===== src/hw/isa_pkg.sv =====
`default_nettype none

package isa_pkg;

  // ============================
  // Major opcodes
  // ============================
  typedef enum logic [6:0] {
    OP_REG    = 7'b0110011,
    OP_BRANCH = 7'b1100011
  } opcode_e;

  // R-type view used for ALU and multiplier function fields
  typedef struct packed {
    logic [6:0] funct7;
    logic [4:0] rs2;
    logic [4:0] rs1;
    logic [2:0] funct3;
    logic [4:0] rd;
    logic [6:0] opcode;
  } rtype_t;

  // B-type view with offset bits scattered around the register fields
  typedef struct packed {
    logic       imm12;
    logic [5:0] imm10_5;
    logic [4:0] rs2;
    logic [4:0] rs1;
    logic [2:0] funct3;
    logic [3:0] imm4_1;
    logic       imm11;
    logic [6:0] opcode;
  } btype_t;

  typedef union packed {
    rtype_t r;
    btype_t b;
  } inst_u;

  // ============================
  // Function codes
  // ============================
  localparam logic [6:0] FUNCT7_BASE   = 7'b0000000;
  localparam logic [6:0] FUNCT7_ALT    = 7'b0100000;
  localparam logic [6:0] FUNCT7_MULDIV = 7'b0000001;

  typedef enum logic [2:0] {
    ADD_SUB = 3'b000,
    SLL     = 3'b001,
    SLT     = 3'b010,
    SLTU    = 3'b011,
    XOR     = 3'b100,
    SRL_SRA = 3'b101,
    OR      = 3'b110,
    AND     = 3'b111
  } alu_funct3_e;

  typedef enum logic [2:0] {
    MUL    = 3'b000,
    MULH   = 3'b001,
    MULHSU = 3'b010,
    MULHU  = 3'b011
  } mul_funct3_e;

  typedef enum logic [2:0] {
    BEQ  = 3'b000,
    BNE  = 3'b001,
    BLT  = 3'b100,
    BGE  = 3'b101,
    BLTU = 3'b110,
    BGEU = 3'b111
  } br_funct3_e;

endpackage

`default_nettype wire


===== src/hw/exec_pkg.sv =====
`default_nettype none

package exec_pkg;

  import isa_pkg::*;

  // ============================
  // Core sizes
  // ============================
  localparam int XLEN       = 32;
  localparam int PHYS_REGS  = 128;
  localparam int ROB_DEPTH  = 64;
  localparam int MUL_STAGES = 3;

  typedef logic [XLEN-1:0]              xlen_t;
  typedef logic [$clog2(PHYS_REGS)-1:0] prf_tag_t;
  typedef logic [$clog2(ROB_DEPTH)-1:0] rob_idx_t;

  // ============================
  // Stage words
  // ============================

  // Issue word with operands already read from the register file
  typedef struct packed {
    inst_u    inst;
    xlen_t    pc;
    xlen_t    src1_val;
    xlen_t    src2_val;
    prf_tag_t dest_tag;
    rob_idx_t rob_idx;
    logic     pred_taken;
  } issue_pkt_t;

  // Completion word toward the complete stage
  typedef struct packed {
    xlen_t    value;
    prf_tag_t dest_tag;
    rob_idx_t rob_idx;
    logic     is_branch;
    logic     taken;
    logic     mispred;
  } exec_result_t;

endpackage

`default_nettype wire


===== src/hw/issue_router.sv =====
`timescale 1ns/1ps
`default_nettype none

module issue_router
  import exec_pkg::*, isa_pkg::*;
(
  input  logic       clock,
  input  logic       reset,
  input  logic       issue_valid_i,
  input  issue_pkt_t issue_pkt_i,
  output logic       issue_ready_o,
  output logic       alu_valid_o,
  output logic       mul_valid_o,
  output issue_pkt_t pkt_o,
  input  logic       alu_ready_i,
  input  logic       mul_ready_i
);

  logic is_reg;
  logic is_branch;
  logic to_mul;
  logic to_alu;

  // Class decode from opcode and funct7
  assign is_reg    = (issue_pkt_i.inst.r.opcode == OP_REG);
  assign is_branch = (issue_pkt_i.inst.r.opcode == OP_BRANCH);
  assign to_mul    = is_reg && (issue_pkt_i.inst.r.funct7 == FUNCT7_MULDIV);
  assign to_alu    = (is_reg && !to_mul) || is_branch;

  assign alu_valid_o = issue_valid_i && to_alu;
  assign mul_valid_o = issue_valid_i && to_mul;

  // Both units see the same packet
  assign pkt_o = issue_pkt_i;

  // Unknown opcodes are swallowed, so ready stays high for them
  always_comb begin
    if (to_alu) begin
      issue_ready_o = alu_ready_i;
    end else if (to_mul) begin
      issue_ready_o = mul_ready_i;
    end else begin
      issue_ready_o = 1'b1;
    end
  end

  // One unit at most per issue slot
  a_one_target: assert property (
    @(posedge clock) disable iff (reset)
    !(alu_valid_o && mul_valid_o)
  ) else $error("router steered a packet to both units");

endmodule

`default_nettype wire


===== src/hw/alu_branch_unit.sv =====
`timescale 1ns/1ps
`default_nettype none

module alu_branch_unit
  import exec_pkg::*, isa_pkg::*;
(
  input  logic         clock,
  input  logic         reset,
  input  logic         in_valid_i,
  input  issue_pkt_t   pkt_i,
  output logic         in_ready_o,
  output logic         out_valid_o,
  output exec_result_t out_result_o,
  input  logic         out_ready_i
);

  xlen_t        op_a;
  xlen_t        op_b;
  logic [4:0]   shamt;
  logic [2:0]   f3;
  logic         alt;
  logic         is_branch;
  logic         taken;
  xlen_t        alu_val;
  xlen_t        br_offset;
  exec_result_t res_d;
  exec_result_t res_q;
  logic         valid_q;

  assign op_a      = pkt_i.src1_val;
  assign op_b      = pkt_i.src2_val;
  assign shamt     = pkt_i.src2_val[4:0];
  assign f3        = pkt_i.inst.r.funct3;
  assign alt       = (pkt_i.inst.r.funct7 == FUNCT7_ALT);
  assign is_branch = (pkt_i.inst.r.opcode == OP_BRANCH);

  // ============================
  // Register-register ALU
  // ============================
  always_comb begin
    alu_val = '0;
    case (alu_funct3_e'(f3))
      ADD_SUB: begin
        if (alt) begin
          alu_val = op_a - op_b;
        end else begin
          alu_val = op_a + op_b;
        end
      end
      SLL:  alu_val = op_a << shamt;
      SLT:  alu_val = {{(XLEN-1){1'b0}}, $signed(op_a) < $signed(op_b)};
      SLTU: alu_val = {{(XLEN-1){1'b0}}, op_a < op_b};
      XOR:  alu_val = op_a ^ op_b;
      SRL_SRA: begin
        // Arithmetic shift for SRA, logical for SRL
        if (alt) begin
          alu_val = $signed(op_a) >>> shamt;
        end else begin
          alu_val = op_a >> shamt;
        end
      end
      OR:   alu_val = op_a | op_b;
      AND:  alu_val = op_a & op_b;
    endcase
  end

  // ============================
  // Branch resolution
  // ============================
  assign br_offset = {{(XLEN-12){pkt_i.inst.b.imm12}}, pkt_i.inst.b.imm11,
                      pkt_i.inst.b.imm10_5, pkt_i.inst.b.imm4_1, 1'b0};

  always_comb begin
    case (br_funct3_e'(f3))
      BEQ:     taken = (op_a == op_b);
      BNE:     taken = (op_a != op_b);
      BLT:     taken = ($signed(op_a) < $signed(op_b));
      BGE:     taken = ($signed(op_a) >= $signed(op_b));
      BLTU:    taken = (op_a < op_b);
      BGEU:    taken = (op_a >= op_b);
      default: taken = 1'b0;
    endcase
  end

  always_comb begin
    res_d.dest_tag = pkt_i.dest_tag;
    res_d.rob_idx  = pkt_i.rob_idx;
    if (is_branch) begin
      res_d.value     = taken ? (pkt_i.pc + br_offset) : (pkt_i.pc + xlen_t'(4));
      res_d.is_branch = 1'b1;
      res_d.taken     = taken;
      res_d.mispred   = (taken != pkt_i.pred_taken);
    end else begin
      res_d.value     = alu_val;
      res_d.is_branch = 1'b0;
      res_d.taken     = 1'b0;
      res_d.mispred   = 1'b0;
    end
  end

  // Output register refills when empty or drained this cycle
  assign in_ready_o = !valid_q || out_ready_i;

  always_ff @(posedge clock) begin
    if (reset) begin
      valid_q <= 1'b0;
    end else if (in_ready_o) begin
      valid_q <= in_valid_i;
    end
  end

  always_ff @(posedge clock) begin
    if (in_valid_i && in_ready_o) begin
      res_q <= res_d;
    end
  end

  assign out_valid_o  = valid_q;
  assign out_result_o = res_q;

  a_hold_stable: assert property (
    @(posedge clock) disable iff (reset)
    out_valid_o && !out_ready_i |=> out_valid_o && $stable(out_result_o)
  ) else $error("ALU result changed while stalled");

endmodule

`default_nettype wire


===== src/hw/mul_pipe.sv =====
`timescale 1ns/1ps
`default_nettype none

module mul_pipe
  import exec_pkg::*, isa_pkg::*;
(
  input  logic         clock,
  input  logic         reset,
  input  logic         in_valid_i,
  input  issue_pkt_t   pkt_i,
  output logic         in_ready_o,
  output logic         out_valid_o,
  output exec_result_t out_result_o,
  input  logic         out_ready_i
);

  logic                       a_signed;
  logic                       b_signed;
  logic signed [XLEN:0]       ext_a;
  logic signed [XLEN:0]       ext_b;
  logic signed [2*XLEN+1:0]   product;
  exec_result_t               mul_res;
  logic [MUL_STAGES-1:0]      stage_valid;
  logic [MUL_STAGES-1:0]      stage_en;
  exec_result_t [MUL_STAGES-1:0] stage_data;
  logic                       in_fire;
  logic                       out_fire;
  logic [$clog2(MUL_STAGES+1):0] in_flight;

  // ============================
  // Operand extension and product
  // ============================
  always_comb begin
    case (mul_funct3_e'(pkt_i.inst.r.funct3))
      MULH: begin
        a_signed = 1'b1;
        b_signed = 1'b1;
      end
      MULHSU: begin
        a_signed = 1'b1;
        b_signed = 1'b0;
      end
      default: begin
        // MUL low word is the same for any signedness
        a_signed = 1'b0;
        b_signed = 1'b0;
      end
    endcase
  end

  assign ext_a   = {a_signed & pkt_i.src1_val[XLEN-1], pkt_i.src1_val};
  assign ext_b   = {b_signed & pkt_i.src2_val[XLEN-1], pkt_i.src2_val};
  assign product = ext_a * ext_b;

  always_comb begin
    mul_res.dest_tag  = pkt_i.dest_tag;
    mul_res.rob_idx   = pkt_i.rob_idx;
    mul_res.is_branch = 1'b0;
    mul_res.taken     = 1'b0;
    mul_res.mispred   = 1'b0;
    if (pkt_i.inst.r.funct3 == MUL) begin
      mul_res.value = product[XLEN-1:0];
    end else begin
      mul_res.value = product[2*XLEN-1:XLEN];
    end
  end

  // ============================
  // Stage enables
  // ============================
  // A stage moves when it is empty or everything below it can move
  always_comb begin
    logic all_full;
    for (int i = 0; i < MUL_STAGES; i++) begin
      all_full = 1'b1;
      for (int j = i; j < MUL_STAGES; j++) begin
        all_full = all_full & stage_valid[j];
      end
      stage_en[i] = !all_full || out_ready_i;
    end
  end

  assign in_ready_o = stage_en[0];

  always_ff @(posedge clock) begin
    if (reset) begin
      stage_valid <= '0;
    end else begin
      if (stage_en[0]) begin
        stage_valid[0] <= in_valid_i;
      end
      for (int i = 1; i < MUL_STAGES; i++) begin
        if (stage_en[i]) begin
          stage_valid[i] <= stage_valid[i-1];
        end
      end
    end
  end

  always_ff @(posedge clock) begin
    if (stage_en[0] && in_valid_i) begin
      stage_data[0] <= mul_res;
    end
    for (int i = 1; i < MUL_STAGES; i++) begin
      if (stage_en[i] && stage_valid[i-1]) begin
        stage_data[i] <= stage_data[i-1];
      end
    end
  end

  assign out_valid_o  = stage_valid[MUL_STAGES-1];
  assign out_result_o = stage_data[MUL_STAGES-1];

  // Operations accepted and not yet handed on
  assign in_fire  = in_valid_i && in_ready_o;
  assign out_fire = out_valid_o && out_ready_i;

  always_ff @(posedge clock) begin
    if (reset) begin
      in_flight <= '0;
    end else if (in_fire && !out_fire) begin
      in_flight <= in_flight + 1'b1;
    end else if (!in_fire && out_fire) begin
      in_flight <= in_flight - 1'b1;
    end
  end

  a_in_flight: assert property (
    @(posedge clock) disable iff (reset)
    (in_flight <= MUL_STAGES) && ($countones(stage_valid) == in_flight)
  ) else $error("multiplier holds more operations than stages or lost one");

endmodule

`default_nettype wire


===== src/hw/wb_arbiter.sv =====
`timescale 1ns/1ps
`default_nettype none

module wb_arbiter
  import exec_pkg::*;
(
  input  logic         clock,
  input  logic         reset,
  input  logic         alu_valid_i,
  input  exec_result_t alu_result_i,
  output logic         alu_ready_o,
  input  logic         mul_valid_i,
  input  exec_result_t mul_result_i,
  output logic         mul_ready_o,
  output logic         result_valid_o,
  output exec_result_t result_o,
  input  logic         result_ready_i
);

  logic         load_en;
  logic         grant_alu;
  logic         grant_mul;
  logic         last_alu;
  logic         out_valid_q;
  exec_result_t out_q;

  // Output slot free or draining this cycle
  assign load_en = !out_valid_q || result_ready_i;

  // Round robin where the source not served last wins a tie
  always_comb begin
    grant_alu = 1'b0;
    grant_mul = 1'b0;
    if (load_en) begin
      if (alu_valid_i && mul_valid_i) begin
        grant_alu = !last_alu;
        grant_mul = last_alu;
      end else begin
        grant_alu = alu_valid_i;
        grant_mul = mul_valid_i;
      end
    end
  end

  assign alu_ready_o = grant_alu;
  assign mul_ready_o = grant_mul;

  always_ff @(posedge clock) begin
    if (reset) begin
      out_valid_q <= 1'b0;
      last_alu    <= 1'b0;
    end else begin
      if (load_en) begin
        out_valid_q <= grant_alu || grant_mul;
      end
      if (grant_alu) begin
        last_alu <= 1'b1;
      end else if (grant_mul) begin
        last_alu <= 1'b0;
      end
    end
  end

  always_ff @(posedge clock) begin
    if (grant_alu) begin
      out_q <= alu_result_i;
    end else if (grant_mul) begin
      out_q <= mul_result_i;
    end
  end

  assign result_valid_o = out_valid_q;
  assign result_o       = out_q;

  a_single_grant: assert property (
    @(posedge clock) disable iff (reset)
    !(alu_ready_o && mul_ready_o)
  ) else $error("arbiter granted both units");

endmodule

`default_nettype wire


===== src/hw/exec_top.sv =====
`timescale 1ns/1ps
`default_nettype none

module exec_top
  import exec_pkg::*;
(
  input  logic         clock,
  input  logic         reset,
  input  logic         issue_valid_i,
  input  issue_pkt_t   issue_pkt_i,
  output logic         issue_ready_o,
  output logic         result_valid_o,
  output exec_result_t result_o,
  input  logic         result_ready_i
);

  // Router to units
  issue_pkt_t   unit_pkt;
  logic         alu_valid;
  logic         alu_ready;
  logic         mul_valid;
  logic         mul_ready;

  // Units to arbiter
  logic         alu_res_valid;
  logic         alu_res_ready;
  exec_result_t alu_result;
  logic         mul_res_valid;
  logic         mul_res_ready;
  exec_result_t mul_result;

  issue_router i_router (
    .clock         (clock),
    .reset         (reset),
    .issue_valid_i (issue_valid_i),
    .issue_pkt_i   (issue_pkt_i),
    .issue_ready_o (issue_ready_o),
    .alu_valid_o   (alu_valid),
    .mul_valid_o   (mul_valid),
    .pkt_o         (unit_pkt),
    .alu_ready_i   (alu_ready),
    .mul_ready_i   (mul_ready)
  );

  alu_branch_unit i_alu (
    .clock        (clock),
    .reset        (reset),
    .in_valid_i   (alu_valid),
    .pkt_i        (unit_pkt),
    .in_ready_o   (alu_ready),
    .out_valid_o  (alu_res_valid),
    .out_result_o (alu_result),
    .out_ready_i  (alu_res_ready)
  );

  mul_pipe i_mul (
    .clock        (clock),
    .reset        (reset),
    .in_valid_i   (mul_valid),
    .pkt_i        (unit_pkt),
    .in_ready_o   (mul_ready),
    .out_valid_o  (mul_res_valid),
    .out_result_o (mul_result),
    .out_ready_i  (mul_res_ready)
  );

  wb_arbiter i_arb (
    .clock          (clock),
    .reset          (reset),
    .alu_valid_i    (alu_res_valid),
    .alu_result_i   (alu_result),
    .alu_ready_o    (alu_res_ready),
    .mul_valid_i    (mul_res_valid),
    .mul_result_i   (mul_result),
    .mul_ready_o    (mul_res_ready),
    .result_valid_o (result_valid_o),
    .result_o       (result_o),
    .result_ready_i (result_ready_i)
  );

endmodule

`default_nettype wire


===== config.mk =====
export PLATFORM = sky130hd
export DESIGN_NAME = exec_top
export DESIGN_NICKNAME = d
export VERILOG_FILES = /design/src/hw/isa_pkg.sv /design/src/hw/exec_pkg.sv /design/src/hw/issue_router.sv /design/src/hw/alu_branch_unit.sv /design/src/hw/mul_pipe.sv /design/src/hw/wb_arbiter.sv /design/src/hw/exec_top.sv
export SDC_FILE = /design/constraint.sdc
export NUM_CORES = 2
export LEC_CHECK = 0
export ABC_AREA = 0
export BUFFER_PORTS_ARGS = -buffer_cell sky130_fd_sc_hd__clkbuf_2
export CAP_MARGIN = 15
export CORE_ASPECT_RATIO = 1.75
export CORE_UTILIZATION = 66
export CTS_CLUSTER_DIAMETER = 40
export CTS_CLUSTER_SIZE = 8
export DETAILED_ROUTE_END_ITERATION = 16
export PLACE_DENSITY = 0.85
export SETUP_SLACK_MARGIN = 0.05
export SYNTH_ARGS = -nofsm -noshare
export SYNTH_HDL_FRONTEND = slang
export SYNTH_SLANG_ARGS = --single-unit
export TNS_END_PERCENT = 5

===== constraint.sdc =====
create_clock -name clock -period 14.28 [get_ports clock]
set_clock_uncertainty 0.1 [all_clocks]
set_input_delay 1.428 -clock clock [delete_from_list [all_inputs] [get_ports clock]]
set_output_delay 1.428 -clock clock [all_outputs]
set_load 0.005 [all_outputs]

# After elaboration in Yosys (flattened, before gate mapping)
# Index checks and enable logic that the tools add are counted.
# totals
output_inout_bits	50
in_bits	146
elab_cells	107
ff_bits	237
# op_classes
order_cmp	4
addsub	4
n_bitwise	8
mul	1
reduce_logical	26
n_mux	20
eq_ne	14
n_shift	3
# ops
op	count
one-hot mux 32 bit (8 select lines)	1
two-way mux 32 bit	5
two-way mux 48 bit	2
adder 32 bit	2
>= comparator 32 bit	2
less-than comparator 32 bit	2
multiplier 33 x 33 -> 64 bit	1
adder 32 x 3 -> 32 bit, second input constant	1
bitwise AND 32 bit	1
== test 32 bit	1
inequality test 32 bit	1
OR 32 bit	1
left shift 32 x 5 -> 32 bit	1
>> shifter 32 x 5 -> 32 bit	1
>>> shifter 32 x 5 -> 32 bit	1
subtractor 32 bit	1
XOR 32 bit	1
== test 7 x 6 -> 1 bit, second input constant	2
== test 3 bit, second input constant	4
two-way mux 1 bit	10
logical AND 1 bit	9
== test 7 x 1 -> 1 bit, second input constant	1
== test 7 bit, second input constant	1
logical NOT 1 bit	7
other kinds (10)	21

# Logic depth before layout (Yosys ltp)
# depth
depth_word	7
mapped_depth	36
ltp_nobuf	32

# By module
# Synthesis repeated with hierarchy kept, for this count alone.
# hier_totals
cells_unflattened	6492
hier_area_um2	58705.1
# modules_own_cells
mod	cells_each	area_per_inst_um2	n_inst
mul_pipe	4502	42907.4	1
alu_branch_unit	1715	12415.7	1
wb_arbiter	116	2165.8	1
issue_router	159	1216.2	1

# Worst setup path before layout
# Ideal clock, no wire load.
# synth_timing
kind	input-to-reg
from	in issue_pkt_i[122] in the netlist's numbering
to	reg i_mul.stage_data[45] in the netlist's numbering (data pin)
setup_ns	0.270
arrival_time_ns	10.023
path_slack_ns	3.887
n_path_buf	4
path_stages	34
cell_sequence	clkbuf_1 -> inv_1 -> clkbuf_1 -> nand2_1 -> a21oi_1 -> and2_0 -> clkbuf_1 -> nand2_1 -> fa_1 -> fa_1 -> inv_1 -> fa_1 -> inv_1 -> fa_1 -> inv_1 -> fa_1 -> fa_1 -> fa_1 -> inv_1 -> fa_1 -> inv_1 -> ha_1 -> buf_2 -> a21o_1 -> a21o_1 -> a21o_1 -> and2_1 -> a2111oi_0 -> o31ai_1 -> a31oi_4 -> o21ai_2 -> a41oi_2 -> mux2i_1 -> a32oi_1
# synth_lines
element	line	source
start, declared	exec_top.sv:10	input issue_pkt_t issue_pkt_i,
end signal, assigned by index	mul_pipe.sv:106	stage_data[i] <= stage_data[i-1];
end, declared	mul_pipe.sv:25	exec_result_t [MUL_STAGES-1:0] stage_data;

==> impl_metrics.csv <==
group,metric,value,unit
clocking,cts_resized,0,
final_layout,nFillCells,6348,
final_layout,final_cell_mix,"inv_1, fa_1, nand2_1, nor2_1, ha_1",
logic_synthesis,syn_nets,7880,
clocking,clk_root_buffer_cell,"clkbuf_16",
final_layout,synthToLayoutAreaGrowth,5.31,%
floorplanning,fp.dieH,387,um
final_layout,nets,7844,
routing,routedWlPerCell,32.0,um
sta,drv_slew,0,
critical_path,critPathLaunchType,"primary input",
floorplanning,core,83600,um2
critical_path,cp.arrival,12260,ps
global_routing,grt_use_total,56.9,%
final_layout,final_common_cell,"inv_1",
floorplanning,rows,140,
critical_path,required,14600,ps
logic_synthesis,ys_top_cells_by_area,"fa_1, edfxtp_1, inv_1, ha_1, nand2_1",
clocking,h-tree-depth,2,
logic_synthesis,synthDistinctLibCells,96,
critical_path,cp-end-kind,"register",
logic_synthesis,yosysTopAreaCellShare,40.4,%
logic_synthesis,ys_seq_area_share,12.6,%
logic_synthesis,synth-async-reset-ratio,0,%
clocking,cts-hold-fix-buffers,0,
global_routing,grt_pass1_wl,347,mm
floorplanning,pin_count,196,
final_layout,final_util,70.5,%
sta,rsz0062_at_grt,"false",
logic_synthesis,yosys.area.top_type,"fa_1",
sta,setup_tns,0,ps
logic_synthesis,syn_area,55900,um2
global_routing,antenna_found_initial,27,
logic_synthesis,synth.avg_cell_area,8.92,um2
global_routing,grt-ovfl-total,0,
min_path,min_path_type,"register to register",
sta,fmax,0.0838,GHz
critical_path,crit_fanout,21,
global_routing,grt_start_max_net_pins,60,
logic_synthesis,ys_warn_count,0,
critical_path,critical_path_class,"primary input to register",
floorplanning,dieArea,85900,um2
run,drv_cap,0,
clocking,cts_buffer_depth,3,
clocking,tritoncts,"yes",
logic_synthesis,ys.flop_type,"edfxtp_1",
status,status,"finished clean",
sta,slew_headroom,9.96,%
routing,wl,235,mm
sta,tightest_slew,1350,ps
global_routing,grt_pass1_vias,52600,
placement,gp_congestion,1.06,
clocking,clk_latency,560,ps
placement,dp_hpwl,172,mm
routing,ant_nets,0,
final_layout,multi_input_area,42600,um2
clocking,clk_pin_slew,50,ps
sta,setup_viol,0,
logic_synthesis,syn_inst,6266,
final_layout,drive_gt1_share,7.43,%
clocking,clock_sinks,237,
routing,drt_iter0_drc,6700,
logic_synthesis,synth_seq_cells,237,
sta,fin_ws,2340,ps
routing,drcViolationCount,0,
routing,vias,50100,
sta,period_share,83.6,%
logic_synthesis,synth_edf_count,231,
routing,routed_via_density,6.83,
floorplanning,die_w,222,um
floorplanning,initial_core_util,66.9,%
clocking,cts_made_buffers,38,
sta,hold_violations,0,
routing,dr.pass1.iters,9,
placement,port_buffers,185,
placement,place_ws,2520,ps
sta,post-route-min-period,11940,ps
clocking,cts_setup_buffers,0,
final_layout,regArea,7060,um2
==> kinds of logic after synthesis <==
group,count (synthesis),share of synthesized area [%]
compound gates,856,9.80
xor+xnor,149,2.33
fa+ha+maj,1468,48.0
buf+inv,1674,11.3
flops,237,12.6
mux,145,3.15
simple gates,1737,12.8
==> registers in the layout (all words and copies together), names as in the netlist <==
name,count
i_mul.stage_data,90
i_alu.out_result_o,48
i_arb.result_o,48
i_mul.out_result_o,45
i_mul.stage_valid,3
i_alu.out_valid_o,1
i_arb.last_alu,1
i_arb.result_valid_o,1
==> worst max-delay path, stage by stage <==
cell,delay (ps)
clkbuf_2,110
inv_1,610
nand2_1,170
a21oi_1,520
and2_0,270
buf_4,340
nand2_1,200
fa_1,580
fa_1,500
inv_1,70
fa_1,700
inv_1,350
fa_1,780
inv_1,1020
fa_1,620
fa_1,530
fa_1,490
inv_1,50
fa_1,470
inv_1,40
ha_1,370
nand3_1,150
nor4_1,510
a31oi_4,200
o21ai_2,220
a41oi_2,230
or4_1,540
nand3_1,100
==> layout make-up <==
cell class,instances,area share (%)
Sequential cell,237,12.0
Timing Repair Buffer,293,3.02
Antenna cell,30,0.127
Tap cell,1065,2.26
Clock buffer,45,1.66
Clock inverter,8,0.280
Multi-Input combinational cell,4355,72.3
Inverter,1305,8.32
==> synthesized netlist by cell type (all sizes together) (21+ instances only) <==
cell	instances
mux2i	76
nand3	69
xor2	46
nor2	553
nand2b	27
a21oi	258
a221oi	23
nor3	41
nand2	911
o211ai	38
a21o	57
a211oi	21
buf	100
and3	22
a31oi	32
fa	1128
clkbuf	269
inv	1296
edfxtp	231
a22o	21
o21ai	221
xnor2	103
mux2	49
ha	340
==> stage by stage <==
step,hold slack (ps),cell area [um2],instances
2_1_floorplan,300,55900,6266
3_3_place_gp,301,57600,7251
3_5_place_dp,305,57600,7251
4_1_cts,298,58700,7304
5_1_grt,316,58800,7315
6_report,300,58900,7338
==> worst paths after layout <==
path	start	to	slack [ps]	depth (start not counted)
min reg2reg	i_mul.stage_data[6]$_DFFE_PP_	i_mul.stage_data[54]$_DFFE_PP_	300	0
max reg2reg	i_alu.out_valid_o$_SDFFE_PP0P_	i_mul.stage_data[47]$_DFFE_PP_	11570	5
min	i_mul.stage_data[6]$_DFFE_PP_	i_mul.stage_data[54]$_DFFE_PP_	300	0
max	issue_pkt_i[122]	i_mul.stage_data[47]$_DFFE_PP_	2340	28
==> per-layer routing <==
metal | GRT usage (%) | routed length [um] | up-vias
met5 | 1.92 | 374 | -
met1 | 56.6 | 64000 | 24000
met4 | 62.9 | 36700 | 20
met3 | 25.9 | 32500 | 2121
li1 | - | - | 19400
met2 | 83.3 | 102000 | 4602
Power is left out: the tool's default activity adds up to more than one toggle a clock period on the data nets, which glitch-free logic cannot reach.
